File: src/verilog/debug_pkg.sv
package debug_pkg;

    ////////////////////
    // widths

    parameter int BYTE_W          = 8;   // uart byte
    parameter int INSTR_W         = 32;  // one instruction word
    parameter int BYTES_PER_INSTR = 4;   // sent low byte first
    parameter int OPCODE_W        = 6;   // opcode field at the top of a word

    typedef logic [BYTE_W-1:0]  byte_t;
    typedef logic [INSTR_W-1:0] instr_t;

    ////////////////////
    // host commands and controller states

    typedef enum logic [2:0]
    {
        cmd_unknown   = 3'd0,  // anything not listed below
        cmd_start     = 3'd1,
        cmd_continous = 3'd2,
        cmd_step_mode = 3'd3,
        cmd_reprogram = 3'd5,
        cmd_step      = 3'd6
    } cmd_e;

    typedef enum logic [2:0]
    {
        st_idle,
        st_programming,
        st_waiting,
        st_step_mode,
        st_continuous,
        st_sending
    } state_e;

    ////////////////////
    // structs between blocks

    typedef struct packed
    {
        logic  valid;  // one cycle per received byte
        byte_t data;   // raw byte
        cmd_e  cmd;    // decoded command
    } rx_event_t;

    typedef struct packed
    {
        logic word_wr;    // a word went to memory this cycle
        logic last_word;  // and it carried the all-ones opcode
    } load_status_t;

endpackage

File: src/verilog/rx_decoder.sv
module rx_decoder
(
    input  logic                 clk,
    input  logic                 reset,
    input  logic                 rx_done_tick,  // from uart receiver
    input  debug_pkg::byte_t     rx_data,
    output debug_pkg::rx_event_t rx_event
);

    logic            tick_prev;  // done tick, one cycle late
    logic            tick_rise;
    debug_pkg::cmd_e cmd_dec;

    assign tick_rise = rx_done_tick & ~tick_prev;

    // byte to command, unlisted codes fall to unknown
    always_comb
    begin
        case (rx_data)
            debug_pkg::byte_t'(debug_pkg::cmd_start):     cmd_dec = debug_pkg::cmd_start;
            debug_pkg::byte_t'(debug_pkg::cmd_continous): cmd_dec = debug_pkg::cmd_continous;
            debug_pkg::byte_t'(debug_pkg::cmd_step_mode): cmd_dec = debug_pkg::cmd_step_mode;
            debug_pkg::byte_t'(debug_pkg::cmd_reprogram): cmd_dec = debug_pkg::cmd_reprogram;
            debug_pkg::byte_t'(debug_pkg::cmd_step):      cmd_dec = debug_pkg::cmd_step;
            default:                                      cmd_dec = debug_pkg::cmd_unknown;
        endcase
    end

    always_ff @(posedge clk)
    begin
        if (reset)
        begin
            tick_prev      <= 1'b0;
            rx_event.valid <= 1'b0;
        end
        else
        begin
            tick_prev      <= rx_done_tick;
            rx_event.valid <= tick_rise;  // single cycle per byte
        end

        if (tick_rise)
        begin
            rx_event.data <= rx_data;
            rx_event.cmd  <= cmd_dec;
        end
    end

endmodule

File: src/verilog/instr_loader.sv
module instr_loader
#(
    parameter int ADDR_W = 8
)
(
    input  logic                    clk,
    input  logic                    reset,
    input  debug_pkg::rx_event_t    rx_event,
    input  logic                    load_en,     // high while programming
    input  logic                    load_clear,  // start accepted
    output logic                    imem_we,
    output logic [ADDR_W-1:0]       imem_addr,
    output debug_pkg::instr_t       imem_data,
    output debug_pkg::load_status_t load_status
);

    localparam int CNT_W = $clog2(debug_pkg::BYTES_PER_INSTR);

    logic [CNT_W-1:0] byte_cnt;  // lane of the next byte
    logic             accept;
    logic             word_done;

    assign accept    = rx_event.valid & load_en;
    assign word_done = accept && (byte_cnt == CNT_W'(debug_pkg::BYTES_PER_INSTR - 1));

    ////////////////////
    // counters and write strobe

    always_ff @(posedge clk)
    begin
        if (reset)
        begin
            byte_cnt  <= '0;
            imem_addr <= '0;
            imem_we   <= 1'b0;
        end
        else
        begin
            imem_we <= word_done;  // one cycle after the fourth byte
            if (load_clear)
            begin
                byte_cnt  <= '0;
                imem_addr <= '0;
            end
            else
            begin
                if (accept)
                    byte_cnt <= byte_cnt + 1'b1;  // wraps after the top lane
                if (imem_we)
                    imem_addr <= imem_addr + 1'b1;  // step past the word just written
            end
        end
    end

    ////////////////////
    // word assembly

    always_ff @(posedge clk)
    begin
        if (accept)
            imem_data[byte_cnt * debug_pkg::BYTE_W +: debug_pkg::BYTE_W] <= rx_event.data;
    end

    // the halt opcode is only recognized here
    assign load_status.word_wr   = imem_we;
    assign load_status.last_word = imem_we &
        (&imem_data[debug_pkg::INSTR_W-1 -: debug_pkg::OPCODE_W]);

endmodule

File: src/verilog/status_sender.sv
module status_sender
(
    input  logic             clk,
    input  logic             reset,
    input  logic             send_req,      // one cycle from the controller
    input  debug_pkg::byte_t pc_byte,       // low byte of the program counter
    input  logic             tx_done_tick,  // from uart transmitter
    output logic             tx_start,
    output debug_pkg::byte_t data_out,
    output logic             send_done
);

    logic done_prev;
    logic done_rise;

    assign done_rise = tx_done_tick & ~done_prev;

    ////////////////////
    // transmit handshake

    always_ff @(posedge clk)
    begin
        if (reset)
        begin
            done_prev <= 1'b0;
            tx_start  <= 1'b0;
            send_done <= 1'b0;
        end
        else
        begin
            done_prev <= tx_done_tick;
            send_done <= tx_start & done_rise;  // one cycle after the edge
            if (send_req)
                tx_start <= 1'b1;
            else if (done_rise)
                tx_start <= 1'b0;  // transmitter has taken the byte
        end
    end

    // byte stays put for the whole transfer
    always_ff @(posedge clk)
    begin
        if (send_req)
            data_out <= pc_byte;
    end

endmodule

File: src/verilog/debug_ctrl.sv
module debug_ctrl
(
    input  logic                    clk,
    input  logic                    reset,
    input  debug_pkg::rx_event_t    rx_event,
    input  debug_pkg::load_status_t load_status,
    input  logic                    halt,       // processor has stopped
    input  logic                    send_done,
    output logic                    load_en,
    output logic                    load_clear,
    output logic                    send_req,
    output logic                    cpu_run,
    output logic                    debug
);

    debug_pkg::state_e state;
    debug_pkg::state_e state_next;
    logic              from_step;   // current report belongs to a step
    logic              start_cmd;
    logic              step_fire;
    logic              halt_fire;
    logic              last_word;

    assign start_cmd = (state == debug_pkg::st_idle) && rx_event.valid &&
                       (rx_event.cmd == debug_pkg::cmd_start);
    assign step_fire = (state == debug_pkg::st_step_mode) && rx_event.valid &&
                       (rx_event.cmd == debug_pkg::cmd_step);
    assign halt_fire = (state == debug_pkg::st_continuous) && halt;
    assign last_word = load_status.word_wr & load_status.last_word;

    ////////////////////
    // outputs

    assign load_en    = (state == debug_pkg::st_programming);
    assign debug      = (state == debug_pkg::st_programming);
    assign load_clear = start_cmd;
    assign send_req   = halt_fire | step_fire;
    // run until halt, or one cycle per step
    assign cpu_run    = ((state == debug_pkg::st_continuous) && !halt) | step_fire;

    ////////////////////
    // next state

    always_comb
    begin
        state_next = state;
        case (state)
            debug_pkg::st_idle:
                if (start_cmd)
                    state_next = debug_pkg::st_programming;
            debug_pkg::st_programming:
                if (last_word)
                    state_next = debug_pkg::st_waiting;  // halt opcode written
            debug_pkg::st_waiting:
                if (rx_event.valid)
                begin
                    case (rx_event.cmd)
                        debug_pkg::cmd_continous: state_next = debug_pkg::st_continuous;
                        debug_pkg::cmd_step_mode: state_next = debug_pkg::st_step_mode;
                        default:                  state_next = debug_pkg::st_idle;
                    endcase
                end
            debug_pkg::st_step_mode:
                if (step_fire)
                    state_next = debug_pkg::st_sending;
            debug_pkg::st_continuous:
                if (halt_fire)
                    state_next = debug_pkg::st_sending;
            debug_pkg::st_sending:
                if (send_done)  // bytes arriving here are dropped
                    state_next = from_step ? debug_pkg::st_step_mode : debug_pkg::st_waiting;
            default:
                state_next = debug_pkg::st_idle;
        endcase
    end

    always_ff @(posedge clk)
    begin
        if (reset)
        begin
            state     <= debug_pkg::st_idle;
            from_step <= 1'b0;
        end
        else
        begin
            state <= state_next;
            if (step_fire)
                from_step <= 1'b1;
            else if (halt_fire)
                from_step <= 1'b0;
        end
    end

endmodule

File: src/verilog/debug_unit.sv
module debug_unit
#(
    parameter int ADDR_W = 8  // instruction memory address width
)
(
    input  logic              clk,
    input  logic              reset,
    input  logic              rx_done_tick,
    input  debug_pkg::byte_t  rx_data,
    input  logic              tx_done_tick,
    input  logic              halt,
    input  debug_pkg::byte_t  pc_byte,
    output logic              tx_start,
    output debug_pkg::byte_t  data_out,
    output logic              imem_we,
    output logic [ADDR_W-1:0] imem_addr,
    output debug_pkg::instr_t imem_data,
    output logic              cpu_run,
    output logic              debug
);

    debug_pkg::rx_event_t    rx_event;
    debug_pkg::load_status_t load_status;
    logic                    load_en;
    logic                    load_clear;
    logic                    send_req;
    logic                    send_done;

    rx_decoder i_rx_decoder
    (
        .clk          (clk),
        .reset        (reset),
        .rx_done_tick (rx_done_tick),
        .rx_data      (rx_data),
        .rx_event     (rx_event)
    );

    instr_loader #(.ADDR_W(ADDR_W)) i_instr_loader
    (
        .clk         (clk),
        .reset       (reset),
        .rx_event    (rx_event),
        .load_en     (load_en),
        .load_clear  (load_clear),
        .imem_we     (imem_we),
        .imem_addr   (imem_addr),
        .imem_data   (imem_data),
        .load_status (load_status)
    );

    status_sender i_status_sender
    (
        .clk          (clk),
        .reset        (reset),
        .send_req     (send_req),
        .pc_byte      (pc_byte),
        .tx_done_tick (tx_done_tick),
        .tx_start     (tx_start),
        .data_out     (data_out),
        .send_done    (send_done)
    );

    debug_ctrl i_debug_ctrl
    (
        .clk         (clk),
        .reset       (reset),
        .rx_event    (rx_event),
        .load_status (load_status),
        .halt        (halt),
        .send_done   (send_done),
        .load_en     (load_en),
        .load_clear  (load_clear),
        .send_req    (send_req),
        .cpu_run     (cpu_run),
        .debug       (debug)
    );

endmodule

File: config.mk
export PLATFORM = sky130hd
export DESIGN_NAME = debug_unit
export DESIGN_NICKNAME = d
export VERILOG_FILES = /design/src/verilog/debug_pkg.sv /design/src/verilog/rx_decoder.sv /design/src/verilog/instr_loader.sv /design/src/verilog/status_sender.sv /design/src/verilog/debug_ctrl.sv /design/src/verilog/debug_unit.sv
export SDC_FILE = /design/constraint.sdc
export NUM_CORES = 1
export LEC_CHECK = 0
export BUFFER_PORTS_ARGS = -buffer_cell sky130_fd_sc_hd__buf_2
export CAP_MARGIN = 20
export CORE_MARGIN = 2
export CORE_UTILIZATION = 52
export CTS_CLUSTER_SIZE = 16
export DETAILED_ROUTE_END_ITERATION = 6
export GPL_TIMING_DRIVEN = 0
export PLACE_DENSITY = 0.78
export SLEW_MARGIN = 20
export SYNTH_ARGS = -nofsm -noshare
export SYNTH_HDL_FRONTEND = slang
export SYNTH_HIERARCHICAL = 1
export SYNTH_SLANG_ARGS = --single-unit
File: constraint.sdc
create_clock -name clk -period 2.2 [get_ports clk]
set_clock_uncertainty 0.05 [all_clocks]
set_input_delay 0.66 -clock clk [delete_from_list [all_inputs] [get_ports clk]]
set_output_delay 0.66 -clock clk [all_outputs]
set_load 0.01 [all_outputs]
## After elaboration in Yosys (flattened, before gate mapping)

Cells that the tools add are included.

| storage, ports and cells | value |
|---|---|
| bits in registers | 71 |
| latch bits | 0 |
| bits in writable memories | 0 |
| bits in read-only memories | 0 |
| input bits | 21 |
| output and inout bits | 52 |
| logic and storage cells | 79 |
| memories kept | 0 |

| operators by class | value |
|---|---|
| add/sub/neg operators | 3 |
| $mul | 0 |
| div/mod/pow operators | 0 |
| magnitude comparators | 0 |
| equal/unequal tests | 21 |
| shift operators | 2 |
| muxes and demuxes | 15 |
| bitwise gates (word level) | 10 |
| reductions and logical operators | 14 |

Operators by type and width:

| kind | count |
|---|---|
| negation 5 -> 34 bit | 1 |
| variable shift 8 x 34 -> 32 bit, first input constant | 1 |
| variable part select 8 x 34 -> 32 bit | 1 |
| bitwise mux 32 bit | 1 |
| two-way mux 3 bit | 6 |
| case mux 3 bit (6 select lines) | 1 |
| == test 8 x 2 -> 1 bit, second input constant | 2 |
| == test 8 x 3 -> 1 bit, second input constant | 2 |
| case mux 3 bit (5 select lines) | 1 |
| == test 3 x 2 -> 1 bit, second input constant | 4 |
| AND reduction 6 bit | 2 |
| == test 3 bit, second input constant | 3 |
| adder 8 x 1 -> 8 bit, second input constant | 1 |
| == test 8 x 1 -> 1 bit, second input constant | 1 |
| inequality test 2 x 1 -> 1 bit, second input constant | 4 |
| logical AND 1 bit | 7 |
| AND 1 bit | 6 |
| == test 3 x 1 -> 1 bit, second input constant | 2 |
| case mux 3 bit (2 select lines) | 1 |
| two-way mux 1 bit | 5 |
| inequality test 2 bit, second input constant | 2 |
| nonzero test 2 bit | 2 |
| logical NOT 3 bit | 1 |
| adder 2 x 1 -> 2 bit, second input constant | 1 |
| 5 further kinds | 7 |

## Logic depth before layout (Yosys ltp)

Gate-level depths: netlist of run 1.

| depth | value |
|---|---|
| depth after elaboration | 5 |
| gate-level depth with buffers | 8 |
| gate-level depth less buffers | 7 |

## By module

The synthesis of run 1 kept the hierarchy.

By module, submodules not included:

| module | times used | cells an instance | area an instance (um^2) |
|---|---|---|---|
| instr_loader | 1 | 136 | 1776.7 |
| rx_decoder | 1 | 24 | 445.4 |
| debug_ctrl | 1 | 51 | 361.6 |
| status_sender | 1 | 16 | 349.1 |

## Worst setup path before layout of run 1

Ideal clock, no wire load.

| timing path | value |
|---|---|
| path type | input-to-reg |
| start | input halt |
| end | register i_status_sender.data_out[0], enable pin |
| setup time | 394 ps |
| arrival | 1582 ps |
| required time | 1756 ps |
| path slack | 174 ps |
| stages | 2 |
| buffers on the path | 0 |
| cell sequence | nand2_1 -> o31ai_1 |

| on the way | value |
|---|---|
| word-level cells in the longest chain between the ends | 2 |

Ends and longest elaborated chain:

| what | line | RTL |
|---|---|---|
| start: declaration | debug_unit.sv:11 | `input logic halt,` |
| logical AND 1 bit | debug_ctrl.sv:28 | `assign halt_fire = (state == debug_pkg::st_continuous) && halt;` |
| OR 1 bit | debug_ctrl.sv:37 | `assign send_req = halt_fire \| step_fire;` |
| named net send_req | debug_unit.sv:26 | `logic send_req;` |
| end signal: assignment | status_sender.sv:44 | `data_out <= pc_byte;` |
| end: declaration | status_sender.sv:9 | `output debug_pkg::byte_t data_out,` |

The timed path passes the listed nets, and every way through them passes these cells.
A chain may end at the register's enable or synchronous reset.

## Worst setup path in the final report of run 1

| timing path | value |
|---|---|
| start | register, netlist name i_rx_decoder/rx_event[0] |
| end | output cpu_run |

| on the way | value |
|---|---|
| word-level cells in the longest chain between the ends | 3 |

Ends and longest elaborated chain:

| what | line | RTL |
|---|---|---|
| == test 3 bit | debug_ctrl.sv:27 | `(rx_event.cmd == debug_pkg::cmd_step);` |
| logical AND 1 bit | debug_ctrl.sv:26 | `assign step_fire = (state == debug_pkg::st_step_mode) && rx_event.valid &&` |
| OR 1 bit | debug_ctrl.sv:39 | `assign cpu_run = ((state == debug_pkg::st_continuous) && !halt) \| step_fire;` |
| end: declaration | debug_unit.sv:18 | `output logic cpu_run,` |

No other way between the ends.

==> results summary, run 1 <==
The most critical setup path has its endpoint at cpu_run. The synthesized cell area is 2930 µm². Tracing the worst setup path back leads to its startpoint at i_rx_decoder/rx_event[0]. The dominant register cell in the synthesized netlist is edfxtp_1. At the pin with the least slew margin, the transition time is 876 ps. The detailed router finished its first iteration with 61 violations. The number of placed instances, taps included, is 371. The total detailed-routing wirelength came out at roughly 5000 µm. The core area is 5470 µm². The root buffer selected by CTS is clkbuf_8. After routing, the total negative slack on setup checks comes to 0 ps. No sink is reached through more buffers than the 2 on the longest clock path. At the worst endpoint, the required time is 1490 ps. The number of nets with antenna violations after detailed routing came out at 0.

The number of instances in the synthesized netlist came out at 227. The initial antenna violation count was 0. The post-synthesis net count is 254. The leakage power total is 1.36 nW.

The aggregate global-route resource usage is 17.1%. The number of nets in the final layout is 338. The critical path is of the flop to output port type. In this run, synthesis inferred 51 flip-flops with an integrated enable.

The logic depth of the worst path, buffers included is 5. The total of hold buffers inserted after clock tree synthesis came out at 0. The fmax came out at about 450 MHz. The average instance area after synthesis is 12.9 µm². The clock buffer count from CTS came out at 9. The flow ran to the end, and the final reports show no timing, DRC or antenna violations.

The worst register-to-register path begins at i_instr_loader/byte_cnt[0]. The number of remaining DRC errors is 0. The first global-routing pass estimated 8090 µm of wire. Setup repair after global routing could not meet its margin everywhere. Once detailed placement completed, the half-perimeter wirelength came to roughly 3700 µm. Row generation in the floorplan step produced 27 rows. The worst setup path is captured at an output port. Traced cell by cell, the critical path runs through nand4b_1 -> nor2_2 -> nand2_2 -> o41ai_2 -> buf_2.

The worst reg-to-reg setup slack is 280 ps. The total iterations of the first detailed-routing run is 4. Relative to the synthesized area, the layout overhead comes to 22.1%. The number of maximum-capacitance violations came out at 0. The logic depth of the worst register-to-register path came out at 4. The count of buffers added on input and output ports is 72. The last weighted congestion value of the routability-driven placer is approximately 0.93. In this run, distinct cell masters in the synthesized netlist total 41. Across the VDD grid, the largest voltage drop is 0.478 mV. Among cell families on the critical path, the largest total delay comes from simple AND/OR/NAND/NOR gates. The die is 79.1 µm wide. In this run the most critical hold path is launched from i_rx_decoder/tick_prev. The power per cell area is 744 nW/µm². The filler cell count is around 450. In the final layout, the share of cells above drive strength 1 is 33.9%. Overall power consumption after layout is estimated at 0.00267 W.

Yosys printed 6 warnings. The critical path arrival is 1490 ps. Final hold analysis gives a worst-case slack of between 300 and 400 ps.

The worst setup path is launched from a flop. The final routed wire length divided by cell count is 13.2 µm. The detail-routed via count per cell came out at just over 5.

The via count of the first global-routing pass is 1873. The count of buffer and inverter cells on the critical path is 1. The clock network latency to the later pin of the worst-skew pair is between 300 and 400 ps. The proportion of synthesized chip area in sequential cells is between 60 and 70%. The starting density of the core is between 50% and 60%. The number of sinks driven by the clock tree is 71.

The number of vias in the routed layout came out at between 1500 and 2000. The final worst-path cycle share came out at 100%. The synthesized flop and latch total is between 70 and 80. The time the final worst path needs with I/O delays and setup is 2200 ps. The total inserted antenna cells is 0. The number of non-filler instances in the completed layout is 388. The path class of the tightest hold or removal check is flop to flop. On the worst path, the slowest cell contributes a delay of approximately 380 ps.

Global routing finished with a remaining overflow of 0. The top fanout value on the critical path came out at 2. During I/O placement, the number of pins put on the boundary was 73. From bottom edge to top edge, the die measures 79.1 µm. TritonCTS built the clock tree. The total die area came out at 6260 µm². The endpoint identified for the worst register-to-register timing path is i_instr_loader/imem_data[23]. The slowest cell on the critical path is edfxtp_1. Entering global routing, the biggest net connects 15 pins. The tightest slew margin relative to the limit is 41.2%. The share of flip-flops with an asynchronous set or reset after synthesis came out at 0%. The clock input transition at the sequential cells of the worst setup and hold paths is 60 ps.

The final setup violation count came out at 0. The number of hold-slack violations in the final timing report came to 0. In the layout the commonest cells are buf_2 (72), edfxtp_1 (51), and2_1 (33). The max-slew violation total from the final report came out at 0. The H-tree level count came out at 3. The library cell used most frequently in the layout, excluding fill and tap cells, is buf_2.
registers in the layout, indices dropped and copies added (netlist names), 2 cells and up:
name,count
i_debug_ctrl/state,3
i_instr_loader/byte_cnt,2
i_instr_loader/imem_addr,8
i_instr_loader/imem_data,32
i_rx_decoder/rx_event,12
i_status_sender/data_out,8
timing repair:
item	4_1_cts	5_1_grt
setup buffers	1	2
endpoints found under the setup margin	2	1
gates resized for setup	4	4
pin swaps	1	1
where the power goes:
part           leakage [nW]  internal [W]  total (W)  switching, W
registers             0.592       0.00147    0.00153     0.0000579
clock network        0.0821      0.000437   0.000859      0.000422
logic                 0.682      0.000126   0.000276      0.000150
total                  1.36       0.00204    0.00267      0.000630
worst reg2reg max path: cells and delay by family (launching register included):
kind / cells / cell delay, ps
AND/OR/NAND/NOR: 2 / 700
flip-flops: 1 / 480
adder cells (fa/ha/maj): 1 / 390
buffers and inverters: 1 / 160
area by class of cell:
class	count	area, µm²	share of cell area [%]
inverters	6	22.5	0.629
plain buffers	4	26.3	0.733
multi-input cells	144	962	26.9
clock buffers	14	153	4.26
repair buffers	75	383	10.7
clock inverters	2	8.76	0.244
flip-flops and latches	71	1940	54.1
well taps	72	90.1	2.51
worst min-delay path by stage:
stage | endpoint | depth (start not counted)
CTS | i_rx_decoder/rx_event[11] | 1
floorplan | i_rx_decoder/rx_event[11] | 1
finish | i_rx_decoder/rx_event[11] | 1
detailed placement | i_rx_decoder/rx_event[11] | 1
global placement | i_rx_decoder/rx_event[11] | 1
global route | i_rx_decoder/rx_event[11] | 1
per-stage QoR:
step	cell area [µm²]	utilization (%)	setup WS (ps)
finish	3580	65.5	1.02
global route	3580	65.5	-93.3
CTS	3560	65.0	4.06
detailed placement	3390	61.9	61.8
global placement	3380	61.8	-183
floorplan	2930	-	174
cell families after synthesis:
group | synth area share, %
mux | 0.683
buf+inv | 1.92
flops | 65.9
xor+xnor | 1.79
compound gates | 5.72
simple gates | 21.5
fa+ha+maj | 2.56
metal layers:
| layer | part of all wire, % | vias to the layer above | track usage [%] |
|---|---|---|---|
| li1 | - | 987 | - |
| met1 | 44 | 922 | 22.0 |
| met2 | 51 | 50 | 26.9 |
| met3 | 4.1 | 4 | 3.86 |
| met4 | 1.0 | 0 | 9.66 |
| met5 | 0 | - | 0 |
cells in the mapped netlist (4+ instances only):
master | count | area [µm²]
nor2_1 | 18 | 67.6
dfxtp_1 | 20 | 400
nand2_1 | 16 | 60.1
inv_1 | 6 | 22.5
and4_1 | 4 | 35.0
nor2b_1 | 6 | 37.5
edfxtp_1 | 51 | 1530
a21oi_1 | 7 | 35.0
nand4_1 | 4 | 25.0
o21ai_0 | 5 | 25.0
and2_1 | 33 | 206
nand3_1 | 4 | 20.0
ha_1 | 6 | 75.1
xor2_1 | 4 | 35.0
and3_1 | 4 | 25.0
No activity file was read; power rests on OpenSTA's default activity.
==> run 2: changes to the inputs <==
--- a/config.mk
+++ b/config.mk
@@ -8,11 +8,11 @@
 export BUFFER_PORTS_ARGS = -buffer_cell sky130_fd_sc_hd__buf_2
 export CAP_MARGIN = 20
 export CORE_MARGIN = 2
-export CORE_UTILIZATION = 52
+export CORE_UTILIZATION = 50
 export CTS_CLUSTER_SIZE = 16
 export DETAILED_ROUTE_END_ITERATION = 6
 export GPL_TIMING_DRIVEN = 0
-export PLACE_DENSITY = 0.78
+export PLACE_DENSITY = 0.76
 export SLEW_MARGIN = 20
 export SYNTH_ARGS = -nofsm -noshare
 export SYNTH_HDL_FRONTEND = slang
==> run 2 against run 1 <==
Against the previous run: sequential cell count unchanged; first-iteration DRC count up 39%; sequential power about the same; total power up 13%; clock power up 41%; critical path depth down 2; final cell count up 0.26%; worst hold slack worse by 3.9 ps; via count up 0.76%; cell area up 2.3%; non-clock buffer count up 1; global-route usage up 0.58 points; largest power group unchanged; highest routed layer unchanged.
==> results summary, run 2 (same netlist as run 1, synthesis figures left out) <==
The flow ran to the end, and the final reports show no timing, DRC or antenna violations. The largest registers in the layout are i_instr_loader/imem_data x32, i_rx_decoder/rx_event x12. The die extent in x is 80.6 µm (+1.9%). The initial antenna violation count came out at 0 (unchanged).

The flip-flop count of the largest register after layout is 32 (unchanged). The via count of the first global-routing pass is 1785 (-4.7%). The leakage power total came out at 1.39 nW (+2.4%).

The total inserted antenna cells came out at 0 (unchanged). The final worst-path cycle share is 98.1% (-1.9 points). In this run the worst hold path is classified as flop to flop. The count of routing violations after the opening detailed-route iteration was 85 (+39%). The pre-CTS setup slack is 81.2 ps (+19.3 ps).

TritonCTS built the clock tree. The setup path with the least slack is of type flop to output port. The time the final worst path needs with I/O delays and setup came out at 2160 ps (-41.7 ps). The last weighted congestion value of the routability-driven placer came out at 0.863 (-7.4%). The number of hold-slack violations in the final timing report is 0 (unchanged). The critical path arrival is 1450 ps (-40 ps). The final setup violation count came out at 0 (unchanged).

The area of the multi-input gates is 962 µm² (unchanged). The worst-case setup margin in the final layout came out at 42.7 ps (+41.7 ps). The H-tree level count came to 3 (unchanged). The worst setup path is captured at an output port. The total die area was 6490 µm² (+3.8%).

The tightest slew margin relative to the limit came out at 40.2% (-1.0 points). The top fanout value on the critical path was 10 (+8). The wire length of the first global-routing pass was 8420 µm (+4.0%). The number of nets in the final layout is 339 (+0.30%).

The register name with the most flops is i_instr_loader/imem_data. The required arrival time at the worst endpoint came out at 1490 ps (about the same). The total detailed-routing wirelength came to 5410 µm (+5.7%). The final core area utilization was 65.8% (+0.31 points).

In the layout the commonest cells are buf_2 (72), edfxtp_1 (51), and2_1 (33). The core area is 5570 µm² (+1.9%). The number of sinks driven by the clock tree came to 71 (unchanged). The commonest non-fill, non-tap cell in the layout is buf_2.

The post-DP HPWL was 3880 µm (+4.2%). The overall die height is 80.6 µm (+1.9%). The area of all sequential standard cells came out at 1940 µm² (about the same).

The peak supply drop was 0.650 mV (+36%). The max-slew violation total from the final report came to 0 (unchanged). The final routed wire length divided by cell count came out at 13.9 µm (+5.5%). The setup total negative slack is 0 ps (unchanged). The number of cell rows is 27 (unchanged). The clock buffer count from CTS is 9 (unchanged). The tree is rooted in a clkbuf_8. The detail-routed via count per cell is 5.08 (+0.51%). The filler cell count came out at 432 (-4.6%).

The number of port buffers is 72 (unchanged). The number of vias in the routed layout came out at 1978 (+0.76%). The number of nets with antenna violations after detailed routing is 0 (unchanged). The fmax is 464 MHz (+1.9%).

The worst setup path is launched from a flop. The maximum number of pins on one net before global-route repair came out at 15 (unchanged). The total iterations of the first detailed-routing run is 4 (unchanged). The proportion of layout cells with a drive suffix above 1 is 35.3% (+1.5 points). The power per cell area was 825 nW/µm² (+11%). The starting density of the core is 52.6% (-0.97 points). The number of maximum-capacitance violations came out at 0 (unchanged). Setup repair after global routing could not meet its margin everywhere. The final global-route overflow total is 0 (unchanged). The number of remaining DRC errors came out at 0 (unchanged). The maximum clock path buffer count came to 2 (unchanged). The growth of design area from synthesis to finish came out at 25.0%. The slew at the pin with the worst max-slew slack was 891 ps (+14.9 ps). The clock input transition at the sequential cells of the worst setup and hold paths came out at 80 ps (+20 ps).

The aggregate global-route resource usage was 17.7% (+0.58 points). The clock network latency to the later pin of the worst-skew pair came out at 330 ps (about the same). The number of placed I/O pins is 73 (unchanged).
[run 2: cell type report]
| class | instances | area share [%] |
|---|---|---|
| Buffer | 5 | 0.922 |
| Inverter | 6 | 0.614 |
| Clock inverter | 6 | 2.97 |
| Sequential cell | 71 | 52.9 |
| Tap cell | 72 | 2.46 |
| Multi-Input combinational cell | 144 | 26.2 |
| Clock buffer | 10 | 3.48 |
| Timing Repair Buffer | 75 | 10.4 |
[run 2: worst paths after layout]
| kind | startpoint | end | slack, ps | cells past startpoint |
|---|---|---|---|---|
| hold / removal | i_rx_decoder/tick_prev | i_rx_decoder/rx_event[11] | 360 | 1 |
| hold reg to reg | i_rx_decoder/tick_prev | i_rx_decoder/rx_event[11] | 360 | 1 |
| setup / recovery | i_debug_ctrl/state[1] | cpu_run | 40 | 3 |
| setup reg to reg | i_instr_loader/byte_cnt[0] | i_instr_loader/imem_data[30] | 250 | 5 |
[run 2: timing repair]
item	CTS	global route
hold buffers	0	0
gates resized for setup	5	6
pin swaps	0	2
buffers inserted	2	1
setup endpoints to repair	2	1
[run 2: critical path, stage by stage (launching register included)]
cell and delay, ps:
dfxtp_1 380, buf_4 200, o41ai_2 350, buf_2 190
[run 2: per-layer routing]
layer	part of all wire, %	track usage, %	vias to the layer above
met5	0	0	-
met4	2.1	9.49	0
met3	5.0	4.16	7
met2	50	27.6	49
li1	-	-	991
met1	43	22.9	931
[run 2: power by group]
part / total, W / switching [W] / internal [W] / leakage [nW]
clock: 0.00121 / 0.000462 / 0.000750 / 0.110
sequential: 0.00153 / 0.0000537 / 0.00147 / 0.592
combinational: 0.000288 / 0.000160 / 0.000128 / 0.686
total: 0.00303 / 0.000676 / 0.00235 / 1.39
[run 2: metrics by stage]
| stage | hold WS [ps] | area, µm² | power (W) | instances |
|---|---|---|---|---|
| after floorplan | 342 | 2930 | 0.00174 | 227 |
| after global routing | 370 | 3670 | 0.00315 | 389 |
| after global placement | 352 | 3380 | 0.00183 | 371 |
| after detailed placement | 355 | 3390 | 0.00184 | 371 |
| after CTS | 358 | 3640 | 0.00305 | 388 |
| final | 355 | 3670 | 0.00303 | 389 |
==> run 3: changes to the inputs <==
--- a/config.mk
+++ b/config.mk
@@ -8,11 +8,11 @@
 export BUFFER_PORTS_ARGS = -buffer_cell sky130_fd_sc_hd__buf_2
 export CAP_MARGIN = 20
 export CORE_MARGIN = 2
-export CORE_UTILIZATION = 50
+export CORE_UTILIZATION = 47
 export CTS_CLUSTER_SIZE = 16
 export DETAILED_ROUTE_END_ITERATION = 6
 export GPL_TIMING_DRIVEN = 0
-export PLACE_DENSITY = 0.76
+export PLACE_DENSITY = 0.75
 export SLEW_MARGIN = 20
 export SYNTH_ARGS = -nofsm -noshare
 export SYNTH_HDL_FRONTEND = slang
==> constraint.sdc (replaced) <==
create_clock -name clk -period 1.9 [get_ports clk]
set_clock_uncertainty 0.05 [all_clocks]
set_input_delay 0.57 -clock clk [delete_from_list [all_inputs] [get_ports clk]]
set_output_delay 0.57 -clock clk [all_outputs]
set_load 0.01 [all_outputs]
==> run 3 against run 2 <==
Against the previous run: the run now ends with setup timing left; clock power about the same; sequential share of layout area down 0.11 points; sequential power is 16% higher; global-route usage shrank 0.57 points; critical endpoint unchanged; wire length grew 4.1%; critical path type unchanged; register-to-register slack got worse by 170 ps.
==> results summary, run 3 (same netlist as run 1, synthesis figures left out) <==
The number of remaining DRC errors came out at 0 (unchanged). The top fanout value on the critical path came out at 2 (-8). The maximum number of pins on one net before global-route repair came to 15 (unchanged). The critical path arrival came out at 1410 ps (-40 ps).

The starting density of the core came out at 49.0% (-3.7 points). The maximum clock path buffer count is 2 (unchanged). The worst slack on hold paths came out at 350 ps (-4.93 ps).

The area after detailed placement is 3390 µm² (+0.11%). The proportion of layout cells with a drive suffix above 1 was 37.9% (+2.6 points). The worst setup path is launched from a flop.

The worst flop-to-flop path startpoint is i_debug_ctrl/state[1]. The relative contribution of sequential cells to total power is 53.2% (+2.8 points). The logic depth of the worst register-to-register path is 4 (-1). The largest registers in the layout are i_instr_loader/imem_data x32, i_rx_decoder/rx_event x12. The total iterations of the first detailed-routing run is 4 (unchanged). The total inserted antenna cells was 0 (unchanged). TritonCTS built the clock tree.

The via count of the first global-routing pass came out at 1964 (+10%). The library cells used most frequently in the layout, excluding fill and tap cells, are buf_2 (72), edfxtp_1 (51), and2_1 (33). The tightest slew margin relative to the limit is 36.1% (-4.2 points). The worst hold-check path type is input pin to flop. The peak supply drop is 0.645 mV (-0.83%). The clock buffer count from CTS came out at 9 (unchanged). The number of maximum-capacitance violations came out at 0 (unchanged). The slew at the pin with the worst max-slew slack came to 953 ps (+62.0 ps). The fmax is 492 MHz. The total die area was 6890 µm² (+6.1%).

The required arrival time at the worst endpoint came out at 1280 ps (-210 ps). The cell depth of the worst min-delay path came out at 1 (unchanged). In this run the worst setup path begins at i_rx_decoder/rx_event[0]. The max-slew violation total from the final report came out at 0 (unchanged).

The cell-internal power was 0.00249 W (+5.8%). In this run the most critical hold path is launched from pc_byte[1]. The clock network latency to the later pin of the worst-skew pair came to 340 ps (about the same). The H-tree level count was 3 (unchanged). Setup repair after global routing could not meet its margin everywhere. From synthesis to final layout, the design area changed by 25.4%. The register with the most flip-flops in the final layout is i_instr_loader/imem_data. The count of routing violations after the opening detailed-route iteration came out at 90 (+5.9%). The flow ran to the end, but the final reports show violations. The overall power consumption came to 0.00333 W (+10%).

The clock input transition at the sequential cells of the worst setup and hold paths came out at 80 ps (about the same). The core area was 5990 µm² (+7.5%). The post-DP HPWL came out at 3940 µm (+1.7%). The worst-case setup margin in the final layout came out at -133 ps (-176 ps).

The final cell area excluding filler cells came out at 3680 µm² (+0.34%). The die extent in x came out at 83.0 µm (+3.0%). The number of nets with antenna violations after detailed routing is 0 (unchanged). The number of nets in the final layout is 341 (+0.59%). The time the final worst path needs with I/O delays and setup came out at 2030 ps. The path type of the worst setup path is flop to output port. The number of vias in the routed layout is 1996 (+0.91%). The worst setup path is captured at an output port.

The pre-CTS setup slack is -128 ps (-210 ps). The final reports fail on setup timing. The overall die height came to 83.0 µm (+3.0%). The total detailed-routing wirelength came out at 5630 µm (+4.1%). The filler cell count came to 481 (+11%).

The number of sinks driven by the clock tree is 71 (unchanged). The final core area utilization was 61.4% (-4.4 points). The wire length of the first global-routing pass is 9140 µm (+8.5%). The number of placed I/O pins came to 73 (unchanged).

The root buffer selected by CTS is clkbuf_8. The clock network power share is 36.1% (-3.9 points). The number of hold-slack violations in the final timing report came out at 0 (unchanged).

The flip-flop count of the largest register after layout is 32 (unchanged). The final setup violation count is 1 (+1). The aggregate global-route resource usage came out at 17.1% (-0.57 points). The fraction of power spent switching nets came out at 25.3% (+3.0 points). The slowest stage of the critical path belongs to the cell edfxtp_1. The commonest non-fill, non-tap cell in the layout is buf_2. The last weighted congestion value of the routability-driven placer came out at 0.902 (+4.5%). The net switching power is 0.000842 W (+25%). The initial antenna violation count came out at 0 (unchanged). The worst reg-to-reg setup slack came to 80 ps (-170 ps).

The critical path goes through nand4b_1 -> nor2_2 -> nand2_2 -> o41ai_2 -> buf_2. The number of cell rows is 28 (+3.7%). The detail-routed via count per cell is 5.07 (-0.37%). The final worst-path cycle share is 107%. The leakage power total came out at 1.39 nW (-0.16%). The largest incremental delay on the critical path came out at 380 ps (about the same). The final routed wire length divided by cell count came out at 14.3 µm (+2.8%). The final global-route overflow total came out at 0 (unchanged). The number of port buffers came out at 72 (unchanged). The power per cell area is 905 nW/µm² (+9.6%).

The combinational share of power came to 10.7% (+1.2 points).
run 3: final cells by class:
cell class | instances | area (µm²) | area share [%]
clock inverter | 7 | 80.1 | 2.18
timing repair buffer | 77 | 398 | 10.8
buffer | 5 | 33.8 | 0.918
clock buffer | 9 | 124 | 3.37
inverter | 6 | 25.0 | 0.680
tap | 75 | 93.8 | 2.55
sequential | 71 | 1940 | 52.8
multi-input combinational | 144 | 983 | 26.7
run 3: path summary, 6_finish.rpt:
check | end
max | cpu_run
min reg2reg | i_rx_decoder/rx_event[11]
min | i_status_sender/data_out[1]
max reg2reg | i_status_sender/tx_start
run 3: power by group through the flow:
stage | Clock (W) | Sequential (W) | Combinational (W)
final | 0.00120 | 0.00177 | 0.000357
after detailed placement | 0 | 0.00177 | 0.000354
after CTS | 0.00123 | 0.00175 | 0.000380
after global placement | 0 | 0.00177 | 0.000343
after floorplan | 0 | 0.00176 | 0.000253
after global routing | 0.00129 | 0.00178 | 0.000405
run 3: repair_timing:
item                                   4_1_cts  5_1_grt
resized for setup                           15        6
pin swaps                                    2        1
hold buffers                                 0        0
setup buffers                                4        1
endpoints found under the hold margin        0        0
setup endpoints to repair                   57       29
run 3: critical path: cells and delay by family, from the launching register on:
family / cells / cell delay, ps
AOI/OAI and AO/OA: 1 / 50
DFF: 1 / 380
and+or+nand+nor: 3 / 470
buffers and inverters: 1 / 180
run 3: per-stage QoR:
stage,instances,setup TNS (ps)
5_1_grt,394,-239
3_3_place_gp,374,-2870
6_report,394,-133
4_1_cts,394,-154
2_1_floorplan,227,0
3_5_place_dp,374,-4290
run 3: metal layers:
metal  up-vias  track usage (%)  share of wire [%]
li1        999                -                  -
met1       930             20.1                 41
met2        53             28.5                 52
met3        14             3.48                4.8
met4         0             11.0                2.4
met5         -                0                  0
